### config.mk
export PLATFORM = sky130hd
export DESIGN_NAME = dot_matrix_ctrl
export DESIGN_NICKNAME = d
export VERILOG_FILES = /design/src/dot_matrix_pkg.sv /design/src/dot_matrix_ctrl.sv /design/src/dz_regs.sv /design/src/glyph_gen.sv /design/src/matrix_driver.sv /design/src/scan_timer.sv
export VERILOG_INCLUDE_DIRS = /design/src
export SDC_FILE = /design/constraint.sdc
export NUM_CORES = 1
export LEC_CHECK = 0
export BUFFER_PORTS_ARGS = -buffer_cell sky130_fd_sc_hd__buf_2
export CAP_MARGIN = 20
export CORE_MARGIN = 2
export CORE_UTILIZATION = 25
export CTS_CLUSTER_SIZE = 25
export DETAILED_ROUTE_END_ITERATION = 7
export GPL_ROUTABILITY_DRIVEN = 0
export PLACE_DENSITY = 0.59
export SYNTH_ARGS = -nofsm -noshare
export SYNTH_HDL_FRONTEND = slang
export SYNTH_SLANG_ARGS = --single-unit
### constraint.sdc
create_clock -name clk -period 2.3 [get_ports clk]
set_input_delay 0.345 -clock clk [delete_from_list [all_inputs] [get_ports clk]]
set_output_delay 0.345 -clock clk [all_outputs]
set_load 0.02 [all_outputs]
### src/dot_matrix_defs.svh
`ifndef DOT_MATRIX_DEFS_SVH
`define DOT_MATRIX_DEFS_SVH

// clock cycles each row stays lit, 2 or more
`define DZ_SCAN_DIV 4

// AXI4-Lite byte address width
`define DZ_ADDR_W 4

// register offsets
`define DZ_CTRL_ADDR 4'h0
`define DZ_STAT_ADDR 4'h4

`endif

### src/dot_matrix_pkg.sv
`default_nettype none

`include "dot_matrix_defs.svh"

package dot_matrix_pkg;

    typedef logic [2:0] glyph_num_t;
    typedef logic [2:0] row_idx_t;

    typedef logic [7:0] line_t;     // bit i drives column i
    typedef logic [63:0] frame_t;   // row r sits in bits 8r+7:8r

    typedef logic [`DZ_ADDR_W-1:0] axi_addr_t;
    typedef logic [31:0] axi_data_t;

    // write side of the register block
    typedef enum logic [1:0] {
        WR_IDLE,
        WR_HAVE_ADDR,
        WR_HAVE_DATA,
        WR_RESP
    } wr_state_t;

endpackage

`default_nettype wire

### src/dot_matrix_ctrl.sv
`timescale 1ns/1ps
`default_nettype none

module dot_matrix_ctrl (
    input  wire                            clk,
    input  wire                            rst,
    input  wire dot_matrix_pkg::axi_addr_t awaddr,
    input  wire                            awvalid,
    output logic                           awready,
    input  wire dot_matrix_pkg::axi_data_t wdata,
    input  wire [3:0]                      wstrb,
    input  wire                            wvalid,
    output logic                           wready,
    output logic [1:0]                     bresp,
    output logic                           bvalid,
    input  wire                            bready,
    input  wire dot_matrix_pkg::axi_addr_t araddr,
    input  wire                            arvalid,
    output logic                           arready,
    output dot_matrix_pkg::axi_data_t      rdata,
    output logic [1:0]                     rresp,
    output logic                           rvalid,
    input  wire                            rready,
    output dot_matrix_pkg::line_t          row,
    output dot_matrix_pkg::line_t          colr,
    output dot_matrix_pkg::line_t          colg
);
    import dot_matrix_pkg::*;

    row_idx_t   row_idx;
    glyph_num_t glyph_num;
    logic       red_en;
    logic       green_en;
    frame_t     frame;

    dz_regs u_dz_regs (
        .clk       (clk),
        .rst       (rst),
        .awaddr    (awaddr),
        .awvalid   (awvalid),
        .awready   (awready),
        .wdata     (wdata),
        .wstrb     (wstrb),
        .wvalid    (wvalid),
        .wready    (wready),
        .bresp     (bresp),
        .bvalid    (bvalid),
        .bready    (bready),
        .araddr    (araddr),
        .arvalid   (arvalid),
        .arready   (arready),
        .rdata     (rdata),
        .rresp     (rresp),
        .rvalid    (rvalid),
        .rready    (rready),
        .row_idx   (row_idx),
        .glyph_num (glyph_num),
        .red_en    (red_en),
        .green_en  (green_en)
    );

    scan_timer u_scan_timer (
        .clk     (clk),
        .rst     (rst),
        .tick    (),            // row pacing only
        .row_idx (row_idx)
    );

    glyph_gen u_glyph_gen (
        .glyph_num (glyph_num),
        .frame     (frame)
    );

    matrix_driver u_matrix_driver (
        .clk      (clk),
        .rst      (rst),
        .frame    (frame),
        .row_idx  (row_idx),
        .red_en   (red_en),
        .green_en (green_en),
        .row      (row),
        .colr     (colr),
        .colg     (colg)
    );

endmodule

`default_nettype wire

### src/dz_regs.sv
`timescale 1ns/1ps
`default_nettype none

`include "dot_matrix_defs.svh"

module dz_regs (
    input  wire                            clk,
    input  wire                            rst,
    input  wire dot_matrix_pkg::axi_addr_t awaddr,
    input  wire                            awvalid,
    output logic                           awready,
    input  wire dot_matrix_pkg::axi_data_t wdata,
    input  wire [3:0]                      wstrb,
    input  wire                            wvalid,
    output logic                           wready,
    output logic [1:0]                     bresp,
    output logic                           bvalid,
    input  wire                            bready,
    input  wire dot_matrix_pkg::axi_addr_t araddr,
    input  wire                            arvalid,
    output logic                           arready,
    output dot_matrix_pkg::axi_data_t      rdata,
    output logic [1:0]                     rresp,
    output logic                           rvalid,
    input  wire                            rready,
    input  wire dot_matrix_pkg::row_idx_t  row_idx,
    output dot_matrix_pkg::glyph_num_t     glyph_num,
    output logic                           red_en,
    output logic                           green_en
);
    import dot_matrix_pkg::*;

    localparam logic [1:0] RESP_OKAY   = 2'b00;
    localparam logic [1:0] RESP_SLVERR = 2'b10;

    wr_state_t wr_state;
    wr_state_t wr_state_nxt;
    axi_addr_t aw_addr_q;
    axi_data_t w_data_q;
    logic      w_strb0_q;
    axi_addr_t wr_addr;
    axi_data_t wr_data;
    logic      wr_strb0;
    logic      wr_commit;
    logic      aw_hs;
    logic      w_hs;
    logic      ar_hs;
    axi_data_t rd_data;
    logic [1:0] rd_resp;

    assign aw_hs = awvalid && awready;
    assign w_hs  = wvalid && wready;
    assign ar_hs = arvalid && arready;

    assign bvalid = (wr_state == WR_RESP);

    // a channel taken this very cycle bypasses its holding register
    assign wr_addr  = aw_hs ? awaddr : aw_addr_q;
    assign wr_data  = w_hs ? wdata : w_data_q;
    assign wr_strb0 = w_hs ? wstrb[0] : w_strb0_q;

    assign wr_commit = (wr_state != WR_RESP) && (wr_state_nxt == WR_RESP);

    always_comb
    begin
        wr_state_nxt = wr_state;
        case (wr_state)
            WR_IDLE:
            begin
                if (aw_hs && w_hs)
                    wr_state_nxt = WR_RESP;
                else if (aw_hs)
                    wr_state_nxt = WR_HAVE_ADDR;
                else if (w_hs)
                    wr_state_nxt = WR_HAVE_DATA;
            end
            WR_HAVE_ADDR:
                if (w_hs)
                    wr_state_nxt = WR_RESP;
            WR_HAVE_DATA:
                if (aw_hs)
                    wr_state_nxt = WR_RESP;
            default:
                if (bready)
                    wr_state_nxt = WR_IDLE;
        endcase
    end

    // ready follows the state we move into, low during B back-pressure
    always_ff @(posedge clk or posedge rst)
    begin
        if (rst)
        begin
            wr_state <= WR_IDLE;
            awready  <= 1'b0;
            wready   <= 1'b0;
        end
        else
        begin
            wr_state <= wr_state_nxt;
            awready  <= (wr_state_nxt == WR_IDLE) || (wr_state_nxt == WR_HAVE_DATA);
            wready   <= (wr_state_nxt == WR_IDLE) || (wr_state_nxt == WR_HAVE_ADDR);
        end
    end

    always_ff @(posedge clk)
    begin
        if (aw_hs)
            aw_addr_q <= awaddr;
        if (w_hs)
        begin
            w_data_q  <= wdata;
            w_strb0_q <= wstrb[0];
        end
        if (wr_commit)
            bresp <= (wr_addr == `DZ_CTRL_ADDR) ? RESP_OKAY : RESP_SLVERR;
    end

    always_ff @(posedge clk or posedge rst)
    begin
        if (rst)
        begin
            glyph_num <= '0;
            red_en    <= 1'b0;
            green_en  <= 1'b0;
        end
        else if (wr_commit && (wr_addr == `DZ_CTRL_ADDR) && wr_strb0)
        begin
            glyph_num <= wr_data[2:0];
            red_en    <= wr_data[4];
            green_en  <= wr_data[5];
        end
    end

    always_comb
    begin
        rd_data = '0;
        rd_resp = RESP_OKAY;
        case (araddr)
            `DZ_CTRL_ADDR: rd_data = {26'd0, green_en, red_en, 1'b0, glyph_num};
            `DZ_STAT_ADDR: rd_data = {29'd0, row_idx};
            default:       rd_resp = RESP_SLVERR;
        endcase
    end

    always_ff @(posedge clk or posedge rst)
    begin
        if (rst)
        begin
            rvalid  <= 1'b0;
            arready <= 1'b0;
        end
        else if (ar_hs)
        begin
            rvalid  <= 1'b1;
            arready <= 1'b0;
        end
        else if (rvalid && rready)
        begin
            rvalid  <= 1'b0;
            arready <= 1'b1;
        end
        else
            arready <= !rvalid;
    end

    // response payload, frozen while rvalid waits
    always_ff @(posedge clk)
    begin
        if (ar_hs)
        begin
            rdata <= rd_data;
            rresp <= rd_resp;
        end
    end

endmodule

`default_nettype wire

### src/glyph_gen.sv
`timescale 1ns/1ps
`default_nettype none

module glyph_gen (
    input  wire dot_matrix_pkg::glyph_num_t glyph_num,
    output dot_matrix_pkg::frame_t          frame
);
    import dot_matrix_pkg::*;

    // one pixel of glyph n at row r, column c
    function automatic logic pixel_on(input glyph_num_t n, input int r, input int c);
        int lo;
        int hi;
        lo = 4 - int'(n);
        hi = 3 + int'(n);
        if (n == glyph_num_t'(0))
            return 1'b0;                        // blank
        else if (n <= glyph_num_t'(4))
            return (r >= lo) && (r <= hi) && (c >= lo) && (c <= hi);
        else
            return (r == 0) || (r == 7) || (c == 0) || (c == 7); // border
    endfunction

    line_t rows [8];

    always_comb
    begin
        for (int r = 0; r < 8; r++)
        begin
            for (int c = 0; c < 8; c++)
            begin
                rows[r][c] = pixel_on(glyph_num, r, c);
            end
        end
    end

    always_comb
    begin
        for (int r = 0; r < 8; r++)
        begin
            frame[8*r +: 8] = rows[r];
        end
    end

endmodule

`default_nettype wire

### src/matrix_driver.sv
`timescale 1ns/1ps
`default_nettype none

module matrix_driver (
    input  wire                           clk,
    input  wire                           rst,
    input  wire dot_matrix_pkg::frame_t   frame,
    input  wire dot_matrix_pkg::row_idx_t row_idx,
    input  wire                           red_en,
    input  wire                           green_en,
    output dot_matrix_pkg::line_t         row,
    output dot_matrix_pkg::line_t         colr,
    output dot_matrix_pkg::line_t         colg
);
    import dot_matrix_pkg::*;

    line_t sel_line;
    line_t row_sel;

    assign sel_line = frame[8*row_idx +: 8];
    assign row_sel  = ~(line_t'(1) << row_idx); // one zero, active low

    always_ff @(posedge clk or posedge rst)
    begin
        if (rst)
        begin
            row  <= '1;     // nothing selected
            colr <= '0;
            colg <= '0;
        end
        else
        begin
            row  <= row_sel;
            colr <= red_en ? sel_line : '0;
            colg <= green_en ? sel_line : '0;
        end
    end

endmodule

`default_nettype wire

### src/scan_timer.sv
`timescale 1ns/1ps
`default_nettype none

`include "dot_matrix_defs.svh"

module scan_timer (
    input  wire                          clk,
    input  wire                          rst,
    output logic                         tick,
    output dot_matrix_pkg::row_idx_t     row_idx
);
    import dot_matrix_pkg::*;

    localparam int DIV_W = $clog2(`DZ_SCAN_DIV);

    logic [DIV_W-1:0] div_cnt;

    assign tick = (div_cnt == DIV_W'(`DZ_SCAN_DIV - 1));

    always_ff @(posedge clk or posedge rst)
    begin
        if (rst)
            div_cnt <= '0;
        else if (tick)
            div_cnt <= '0;
        else
            div_cnt <= div_cnt + 1'b1;
    end

    // multiplexing clock of the display
    always_ff @(posedge clk or posedge rst)
    begin
        if (rst)
            row_idx <= '0;
        else if (tick)
        begin
            if (row_idx == row_idx_t'(7))
                row_idx <= '0;
            else
                row_idx <= row_idx + row_idx_t'(1);
        end
    end

endmodule

`default_nettype wire

==> summary.txt, run 1 <==
Status
  • Status: finished, final reports clean

Final layout
  • Register Area: around 1400 um2
  • Share of cells above drive strength 1: 0.333
  • Fillers: 1139
  • Area delta synth->final: 16.8%
  • N_diodes: 0
  • Multi-input gate area: 1200 um2
  • Layout Nets: 377
  • Layout Cells excl Fill: 455

Pwr
  • Cell Int Power: around 2.4 mW
  • Leak pwr: 1.49 nW
  • Peak supply drop: approximately 0.47 mV
  • Pwr dens: 1220 nW/um2
  • Comb pwr share: 0.491
  • Switch share: 0.396
  • Clock Power Share: 0.156
  • Psw: 1.57 mW
  • Sequential share of power: 0.354

Die
  • Row count: 38
  • Initial core utilization: 0.257
  • I/O Pins: 116
  • Die ar.: about 12000 um2
  • Core box area: between 10000 and 15000 um2
  • Die W: approximately 110 um
  • Die Y: 110 um

Timing
  • Final setup viols: 0
  • Worst-Margin Slew: 0.571 ns
  • Headroom to the max-slew limit: 0.619
  • Clock Skew: a little over 0.01 ns
  • RSZ-0062 raised after global routing: no
  • Post-route setup TNS: 0 ns
  • FMAX: roughly 470 MHz
  • Max-slew violations: 0
  • Final worst setup slack: 0.167 ns
  • Final Hold Vio Count: 0
  • Crit path time final: 2.13 ns
  • Final cycle utilization of the critical path: 0.927

Yosys
  • Number of synthesis warnings: 0
  • Post-Synth Adder-Cell Area: 0.0539
  • Post-synthesis xor/xnor area fraction: 0
  • Asr flop ratio synth: 0.691
  • Synth Area in Compound Gates: 0.131
  • Number of synthesized flops with an enable pin: 7
  • Post-synth cell types: 53
  • Synth top cells by count: buf_4, dfrtp_1, nand2_1, nor2_1, inv_1
  • Seq cells post-synth: 55
  • Cells after synthesis: 258
  • Share of the synthesized area in the top cell type: 0.270
  • Sequential element share of the synthesized area: 0.492
  • Mux contribution to synthesized area: 0.0714
  • Synthesized area: 2790 um2
  • Area contributors post-synth: dfrtp_1, buf_4, dfstp_2
  • Largest family of logic cells by synthesized area: compound AO/OA/AOI/OAI gates
  • Avg Synthesized Cell Area: approximately 11 um2
  • Largest area contributor in the netlist: dfrtp_1
  • Post-Synth Simple-Gate Area: 0.123
  • Top FF cell, synth: dfrtp_1
  • Most instantiated library cell after synthesis: buf_4

Placed design
  • Post-DP HPWL: 3.83 mm
  • Cells after DPL: 447
  • Port bufs: 56
  • Pre-CTS setup slack: 0.0311 ns

Route
  • Routed length per instance: 11.4 um
  • Initial DRC count: 91
  • Detail Route Antenna Nets: 0
  • Detailed Routing Iterations Pass 1: 4
  • Residual DRC: 0
  • Drt via density: 4.27
  • Final wirelength: ~5.2 mm
  • Via Count: 1943

Critical path
  • Cells along the critical path: inv_1 > ha_4 > inv_1 > ha_1 > buf_4 > inv_1 > o211ai_1 > a221oi_1 > o21a_1 > nor3b_1
  • CP max-delay cell: dfrtp_1
  • Worst Path Buf+Inv: 4
  • Setup crit end kind: flop
  • CP startpoint kind: flop
  • Reg2Reg Depth: 10
  • CP max FO: 7
  • R2R Setup Slk: roughly 0.17 ns
  • FF-to-FF Start: u_dz_regs.glyph_num[0]
  • Slowest stage delay, CP: between 0.3 and 0.4 ns
  • Worst endpoint required time: 2.47 ns
  • Crit path DAT: 2.31 ns
  • Crit Path Class: flop to flop
  • Worst path top cell family by delay: compound AO/OA/AOI/OAI gates
  • R2r endpoint: u_matrix_driver.colg[1]
  • Critical path's most frequent cell: inv_1

Clocking
  • CTS Sinks: 55
  • CTS Buf Count: 5
  • Clock root cell: clkbuf_8
  • CTS clk-pin slew, worst paths: 0.09 ns
  • CTS tree: built
  • # Post-CTS Setup Buffers: 0
  • Max H-tree Level: 2
  • Worst-Skew Late Latency: approximately 0.30 ns
  • Max Root-Sink Buffers: 2

Global route
  • Grt met2 use: 0.161
  • Met3 GRT Util: 0.0166
  • First-pass GRT wire length: 8.71 mm
  • Total gr overflow: 0
  • Global Route Usage Sum: 0.0903
  • Busiest layer in global routing: met2
  • Largest net degree at the start of global routing: 39
  • Initial antenna violation count: 0
  • GRT met1 Usage: 0.104
  • Vias in the first global route: 1947

Min path
  • Worst Hold Class: input pin to async pin

Run
  • Max Cap Viol: 0
[tightest hold or removal path, delay by kind of cell]
kind                   cells  cell delay, ns
buffers and inverters      3            0.55
[layer usage]
layer,vias to the layer above,share of wire
met2,80,0.50
met4,0,0.019
li1,936,-
met1,919,0.41
met3,8,0.069
met5,-,0
[worst max path at each step]
| stage | from | to | slack [ns] | cells after the start |
|---|---|---|---|---|
| after floorplan | u_dz_regs.glyph_num[1] | u_matrix_driver.colg[3] | 0.13 | 10 |
| after global placement | u_dz_regs.glyph_num[0] | u_matrix_driver.colg[3] | 0.09 | 8 |
| after detailed placement | u_dz_regs.glyph_num[0] | u_matrix_driver.colg[3] | 0.03 | 8 |
| after CTS | u_dz_regs.glyph_num[0] | u_matrix_driver.colg[3] | 0.05 | 9 |
| after global routing | u_dz_regs.glyph_num[0] | u_matrix_driver.colr[3] | 0.02 | 10 |
| final | u_dz_regs.glyph_num[0] | u_matrix_driver.colg[1] | 0.17 | 10 |
[cell families after synthesis]
| logic type | count (synthesis) |
|---|---|
| DFF | 55 |
| AOI/OAI and AO/OA | 45 |
| muxes | 18 |
| adders and majority gates | 12 |
| other | 1 |
| and+or+nand+nor | 68 |
| buffers and inverters | 59 |
[final cells by class]
| type | instances | share of cell area |
|---|---|---|
| flip-flops and latches | 55 | 0.421 |
| repair buffers | 63 | 0.102 |
| well taps | 140 | 0.0538 |
| inverters | 17 | 0.0196 |
| multi-input cells | 172 | 0.370 |
| clock inverters | 1 | 0.00923 |
| clock buffers | 7 | 0.0235 |
[per-stage QoR]
stage / cell area [um2] / power [mW] / utilization / hold slack (ns)
after detailed placement: 3110 / 3.27 / 0.287 / 0.428
after global placement: 3110 / 3.22 / 0.287 / 0.413
final: 3250 / 3.97 / 0.300 / 0.151
after global routing: 3250 / 4.29 / 0.300 / 0.198
after CTS: 3220 / 3.91 / 0.297 / 0.164
after floorplan: 2890 / 2.85 / - / 0.403
[placed cells by master (no fill, tap or decap), drive strengths merged, types with 2 or more instances in the layout]
cell type,count
nand2,18
mux2,15
and2,13
o211ai,2
inv,16
a31oi,3
a221oi,2
buf,63
a2111oi,2
a21o,3
a311oi,4
edfxtp,7
nor3,4
ha,12
dfstp,8
nand3,2
o21ai,9
nor3b,4
nor2,18
clkbuf,7
a21oi,7
mux2i,3
dfrtp,30
dfxtp,10
nor4,2
o22ai,2
conb,29
o31ai,3
[power groups by stage]
stage | combinational, mW | sequential, mW | clock, mW
detailed placement | 1.84 | 1.43 | 0
global placement | 1.80 | 1.42 | 0
global route | 2.16 | 1.45 | 0.678
CTS | 1.85 | 1.41 | 0.642
finish | 1.94 | 1.40 | 0.618
floorplan | 1.26 | 1.59 | 0
[flip-flops by register name (all words and copies together), names as in the netlist, 2 cells and up]
register,count
u_matrix_driver.colg,7
u_dz_regs.aw_addr_q,4
u_scan_timer.row_idx,3
u_dz_regs.w_data_q,5
u_dz_regs.wr_state,2
u_matrix_driver.row,8
u_dz_regs.glyph_num,3
u_scan_timer.div_cnt,2
u_dz_regs.rdata,5
u_matrix_driver.colr,7
[repair_timing]
action                                  CTS  global route
hold buffers                              0             0
pin swaps                                 0             1
resized for setup                         1             7
endpoints found under the setup margin    1            12
(Power assumes the default switching activity.)
==> inputs of run 2 (changes only) <==
MAX_ROUTING_LAYER = met4   (was default)
==> run 2 against run 1 <==
Clock-buffer cell count is the same; sequential share of layout area is the same; total power grew 0.14%; clock power is essentially flat; flip-flop and latch count is the same; register-to-register slack is essentially flat; global-route usage grew 0.29 points; via count is the same; largest power group unchanged.
==> summary.txt, run 2 (synthesis results as in run 1) <==
Route
  • Initial DRC count: 94 (+3.3%)
  • Via Count: 1943 (unchanged)
  • Detail Route Antenna Nets: 0 (unchanged)
  • Residual DRC: 0 (unchanged)
  • Final wirelength: 5.20 mm (about the same)
  • Detailed Routing Iterations Pass 1: 4 (unchanged)
  • Routed length per instance: 11.4 um (about the same)
  • Drt via density: 4.27 (unchanged)

Placed design
  • DP Area: 3110 um2 (unchanged)
  • Port bufs: 56 (unchanged)
  • Post-DP HPWL: 3.83 mm (unchanged)

Clocking
  • Worst-Skew Late Latency: 0.30 ns (about the same)
  • CTS Buf Count: 5 (unchanged)
  • CTS clk-pin slew, worst paths: 0.10 ns (about the same)
  • Clock root cell: clkbuf_8
  • Max H-tree Level: 2 (unchanged)
  • CTS Sinks: 55 (unchanged)
  • Max Root-Sink Buffers: 2 (unchanged)
  • Post-CTS Hold Buffers: 0 (unchanged)
  • # Post-CTS Setup Buffers: 0 (unchanged)
  • CTS tree: built

Timing
  • Post-route setup TNS: 0 ns (unchanged)
  • Headroom to the max-slew limit: 0.609 (-0.0107)
  • Worst-Margin Slew: 0.587 ns (+0.0161 ns)
  • Final setup viols: 0 (unchanged)
  • Final cycle utilization of the critical path: 0.927 (about the same)
  • Max-slew violations: 0 (unchanged)
  • FMAX: 469 MHz (about the same)
  • Crit path time final: 2.13 ns (-0.000755 ns)
  • Final Hold Vio Count: 0 (unchanged)
  • RSZ-0062 raised after global routing: no
  • Clock Skew: 0.0109 ns (+0.000890 ns)

Min path
  • Worst Hold Class: input pin to async pin

Critical path
  • R2R Setup Slk: 0.17 ns (about the same)
  • Slowest stage delay, CP: 0.39 ns (about the same)
  • R2r endpoint: u_matrix_driver.colg[1]
  • Reg2Reg Depth: 10 (unchanged)
  • FF-to-FF Start: u_dz_regs.glyph_num[0]
  • Cells along the critical path: inv_1 > ha_4 > inv_1 > ha_1 > buf_4 > inv_1 > o211ai_1 > a221oi_1 > o21a_1 > nor3b_1
  • Critical path's most frequent cell: inv_1
  • Crit Path Class: flop to flop
  • Crit path DAT: 2.31 ns (about the same)
  • Worst endpoint required time: 2.47 ns (about the same)
  • Setup crit end kind: flop
  • CP startpoint kind: flop
  • CP max FO: 7 (unchanged)
  • CP max-delay cell: dfrtp_1

Final layout
  • Fillers: 1139 (unchanged)
  • Area delta synth->final: 16.8% (unchanged)
  • Commonest non-fill, non-tap cell in the layout: buf_2
  • Top reg by flops: u_matrix_driver.row
  • Layout Nets: 377 (unchanged)
  • Fin area: 3250 um2 (unchanged)
  • N_diodes: 0 (unchanged)
  • Max reg flops: 8 (unchanged)
  • Share of cells above drive strength 1: 0.333 (unchanged)
  • Most frequent cells in the layout: buf_2, dfrtp_1, conb_1
  • Biggest regs: u_matrix_driver.row (8), u_matrix_driver.colg (7), u_matrix_driver.colr (7)

Global route
  • GRT met1 Usage: 0.105 (+0.00110)
  • Total gr overflow: 0 (unchanged)
  • Largest net degree at the start of global routing: 39 (unchanged)
  • First-pass GRT wire length: 8.74 mm (+0.32%)
  • Global Route Usage Sum: 0.0931 (+0.00285)
  • Initial antenna violation count: 0 (unchanged)
  • Grt met2 use: 0.161 (unchanged)
  • Vias in the first global route: 1938 (-0.46%)
  • Met3 GRT Util: 0.0166 (unchanged)
  • Busiest layer in global routing: met2

Die
  • Die ar.: 12000 um2 (unchanged)
  • I/O Pins: 116 (unchanged)
  • Core box area: 10800 um2 (unchanged)
  • Initial core utilization: 0.257 (unchanged)
  • Row count: 38 (unchanged)
  • Die W: 110 um (unchanged)
  • Die Y: 110 um (unchanged)

Status
  • Status: finished, final reports clean

Pwr
  • Pwr dens: 1220 nW/um2 (+0.14%)
  • Leak pwr: 1.49 nW (unchanged)
  • Peak supply drop: 0.470 mV (-0.16%)

Run
  • Max Cap Viol: 0 (unchanged)
[run 2: area by class of cell]
| cell class | instances | area [um2] | area share |
|---|---|---|---|
| Clock buffer | 7 | 76.3 | 0.0235 |
| Clock inverter | 1 | 30.0 | 0.00923 |
| Inverter | 17 | 63.8 | 0.0196 |
| Multi-Input combinational cell | 172 | 1200 | 0.370 |
| Sequential cell | 55 | 1370 | 0.421 |
| Tap cell | 140 | 175 | 0.0538 |
| Timing Repair Buffer | 63 | 333 | 0.102 |
[run 2: worst max-delay path by stage]
| stage | start | end | depth (start not counted) |
|---|---|---|---|
| after global routing | u_dz_regs.glyph_num[0] | u_matrix_driver.colr[3] | 10 |
| after global placement | u_dz_regs.glyph_num[0] | u_matrix_driver.colg[3] | 8 |
| after detailed placement | u_dz_regs.glyph_num[0] | u_matrix_driver.colg[3] | 8 |
| after CTS | u_dz_regs.glyph_num[0] | u_matrix_driver.colg[3] | 9 |
| final | u_dz_regs.glyph_num[0] | u_matrix_driver.colg[1] | 10 |
| after floorplan | u_dz_regs.glyph_num[1] | u_matrix_driver.colg[3] | 10 |
[run 2: stage by stage]
step,cells,setup WS [ns],util,hold slack (ns),power [mW]
finish,455,0.168,0.300,0.149,3.97
global route,455,0.0192,0.300,0.198,4.29
CTS,455,0.0507,0.297,0.164,3.91
detailed placement,447,0.0311,0.287,0.428,3.27
global placement,447,0.0894,0.287,0.413,3.22
floorplan,286,0.127,-,0.403,2.85
[run 2: layer usage]
| metal | part of all wire | vias to the layer above |
|---|---|---|
| li1 | - | 935 |
| met1 | 0.41 | 917 |
| met2 | 0.50 | 83 |
| met3 | 0.066 | 8 |
| met4 | 0.019 | 0 |
| met5 | 0 | - |
[run 2: what timing repair did]
item,4_1_cts,5_1_grt
gates resized for setup,1,7
setup endpoints to repair,1,12
endpoints found under the hold margin,0,0
pin swaps,0,1
[run 2: worst max-delay path: cells and delay by family, from the launching register on]
family	cells	cell delay [ns]
buf+inv	4	0.51
flops	1	0.39
compound gates	3	0.67
simple gates	1	0.05
fa+ha+maj	2	0.38
[run 2: where the power goes]
part           leakage [nW]  internal, mW  switching (mW)
sequential            0.615          1.28           0.125
clock                0.0524         0.326           0.295
combinational         0.823         0.789            1.16
total                  1.49          2.39            1.58
==> inputs of run 3 (changes only) <==
CORE_MARGIN = 4   (was 2)
==> run 3 against run 2 <==
Utilization increased by 0.087 points; cell count is 0.22% higher; via count grew 0.36%; sequential share of layout area shrank 0.31 points; cell area grew 0.73%; worst hold slack lost 0.012 ns; clock power up 3%; non-clock buffer count increased by 1; critical endpoint is now u_matrix_driver.colr[3]; highest routed layer unchanged.
==> summary.txt, run 3 (synthesis results as in run 1) <==
Timing
  • Clock Skew: 0.0122 ns (+0.00130 ns)
  • Crit path time final: 2.15 ns (+0.0222 ns)
  • Headroom to the max-slew limit: 0.563 (-0.0455)
  • Final Hold Vio Count: 0 (unchanged)
  • Final cycle utilization of the critical path: 0.937 (+0.00963)
  • RSZ-0062 raised after global routing: no
  • Post-route setup TNS: 0 ns (unchanged)
  • Final setup viols: 0 (unchanged)
  • Max-slew violations: 0 (unchanged)
  • Worst-Margin Slew: 0.655 ns (+0.0682 ns)
  • FMAX: 464 MHz (-1.0%)
  • Hold_ws: 0.136 ns (-0.0123 ns)

Die
  • I/O Pins: 116 (unchanged)
  • Die Y: 114 um (+3.7%)
  • Die ar.: 12900 um2 (+7.4%)
  • Initial core utilization: 0.256 (-0.00112)
  • Core box area: 10900 um2 (+0.44%)
  • Die W: 114 um (+3.7%)
  • Row count: 38 (unchanged)

Pwr
  • Pwr dens: 1220 nW/um2 (+0.30%)
  • Peak supply drop: 0.484 mV (+3.0%)
  • Leak pwr: 1.50 nW (+0.48%)
  • Design Power: 4.01 mW (+1.0%)

Route
  • Drt via density: 4.28 (+0.14%)
  • Detail Route Antenna Nets: 0 (unchanged)
  • Initial DRC count: 70 (-26%)
  • Final wirelength: 5.34 mm (+2.7%)
  • Routed length per instance: 11.7 um (+2.5%)
  • Via Count: 1950 (+0.36%)
  • Residual DRC: 0 (unchanged)
  • Detailed Routing Iterations Pass 1: 4 (unchanged)

Min path
  • Worst Hold Class: input pin to async pin

Global route
  • Initial antenna violation count: 0 (unchanged)
  • Total gr overflow: 0 (unchanged)
  • Vias in the first global route: 1863 (-3.9%)
  • First-pass GRT wire length: 8.73 mm (-0.16%)
  • Global Route Usage Sum: 0.0851 (-0.00799)
  • Largest net degree at the start of global routing: 39 (unchanged)

Final layout
  • N_diodes: 0 (unchanged)
  • Top reg by flops: u_matrix_driver.row
  • Share of cells above drive strength 1: 0.345 (+0.0116)
  • Most frequent cells in the layout: buf_2, dfrtp_1, conb_1
  • Layout Nets: 378 (+0.27%)
  • Fin area: 3280 um2 (+0.73%)
  • Max reg flops: 8 (unchanged)
  • Area delta synth->final: 17.7%
  • Commonest non-fill, non-tap cell in the layout: buf_2
  • Biggest regs: u_matrix_driver.row (8), u_matrix_driver.colg (7), u_matrix_driver.colr (7)
  • Fillers: 1107 (-2.8%)
  • Final Util: 0.301 (+0.000872)

Critical path
  • Crit path DAT: 2.35 ns (+0.04 ns)
  • CP max FO: 7 (unchanged)
  • Worst endpoint required time: 2.50 ns (+0.03 ns)
  • Setup crit end kind: flop
  • Cells along the critical path: inv_1 > ha_2 > inv_1 > ha_1 > buf_4 > or2b_1 > a21oi_1 > o32ai_2 > o221ai_2 > and2_1
  • CP startpoint kind: flop
  • Critical path's most frequent cell: inv_1
  • Crit Path Class: flop to flop
  • Slowest stage delay, CP: 0.39 ns (about the same)
  • CP max-delay cell: dfrtp_1

Clocking
  • Max H-tree Level: 2 (unchanged)
  • CTS Buf Count: 5 (unchanged)
  • Max Root-Sink Buffers: 2 (unchanged)
  • CTS Sinks: 55 (unchanged)
  • Clock root cell: clkbuf_8
  • CTS tree: built
  • Worst-Skew Late Latency: 0.31 ns (about the same)
  • CTS clk-pin slew, worst paths: 0.10 ns (about the same)
  • Post-CTS Hold Buffers: 0 (unchanged)

Placed design
  • Post-DP HPWL: 3.99 mm (+4.3%)
  • Port bufs: 56 (unchanged)
  • DP Area: 3120 um2 (+0.24%)

Run
  • Max Cap Viol: 0 (unchanged)

Status
  • Status: finished, final reports clean
run 3: final timing paths:
check	startpoint	to	slack (ns)	depth (start not counted)
setup reg to reg	u_dz_regs.glyph_num[0]	u_matrix_driver.colr[3]	0.15	10
max in group asynchronous	rst	u_matrix_driver.row[1]	1.81	3
hold reg to reg	u_scan_timer.div_cnt[0]	u_scan_timer.div_cnt[0]	0.43	1
min in group clk	bready	u_dz_regs.wr_state[0]	0.24	2
setup / recovery	u_dz_regs.glyph_num[0]	u_matrix_driver.colr[3]	0.15	10
hold / removal	rst	u_matrix_driver.colg[6]	0.14	3
run 3: layout make-up:
class	instances	area, um2	share of cell area
clock buffer	6	72.6	0.0221
multi-input combinational	172	1210	0.370
timing repair buffer	64	340	0.104
inverter	17	67.6	0.0206
sequential	55	1370	0.418
tap	140	175	0.0534
clock inverter	2	38.8	0.0118
run 3: timing repair:
item,CTS,global route
gates resized for setup,1,8
setup endpoints to repair,4,12
buffers inserted,0,0
run 3: metal layers:
layer	GRT usage	wire length (um)	vias to the layer above
met1	0.0989	2270	918
met2	0.143	2540	88
met4	0.0361	96	0
met5	-	0	-
met3	0.0180	440	6
li1	-	-	938
run 3: worst max-delay path, delay by kind of cell (launching register included):
family	cells	cell delay (ns)
AND/OR/NAND/NOR	2	0.36
adder cells (fa/ha/maj)	2	0.42
AO/OA/AOI/OAI	3	0.55
flip-flops	1	0.39
buffers and inverters	3	0.32
run 3: per-stage QoR:
stage,worst slack (ns),cells
floorplan,0.127,286
global placement,0.0986,448
detailed placement,0.0423,448
CTS,0.0359,456
global route,0.00245,456
finish,0.146,456
run 3: where the power goes:
group	internal [mW]	switching, mW
Combinational	0.809	1.16
Clock	0.329	0.309
Sequential	1.28	0.127
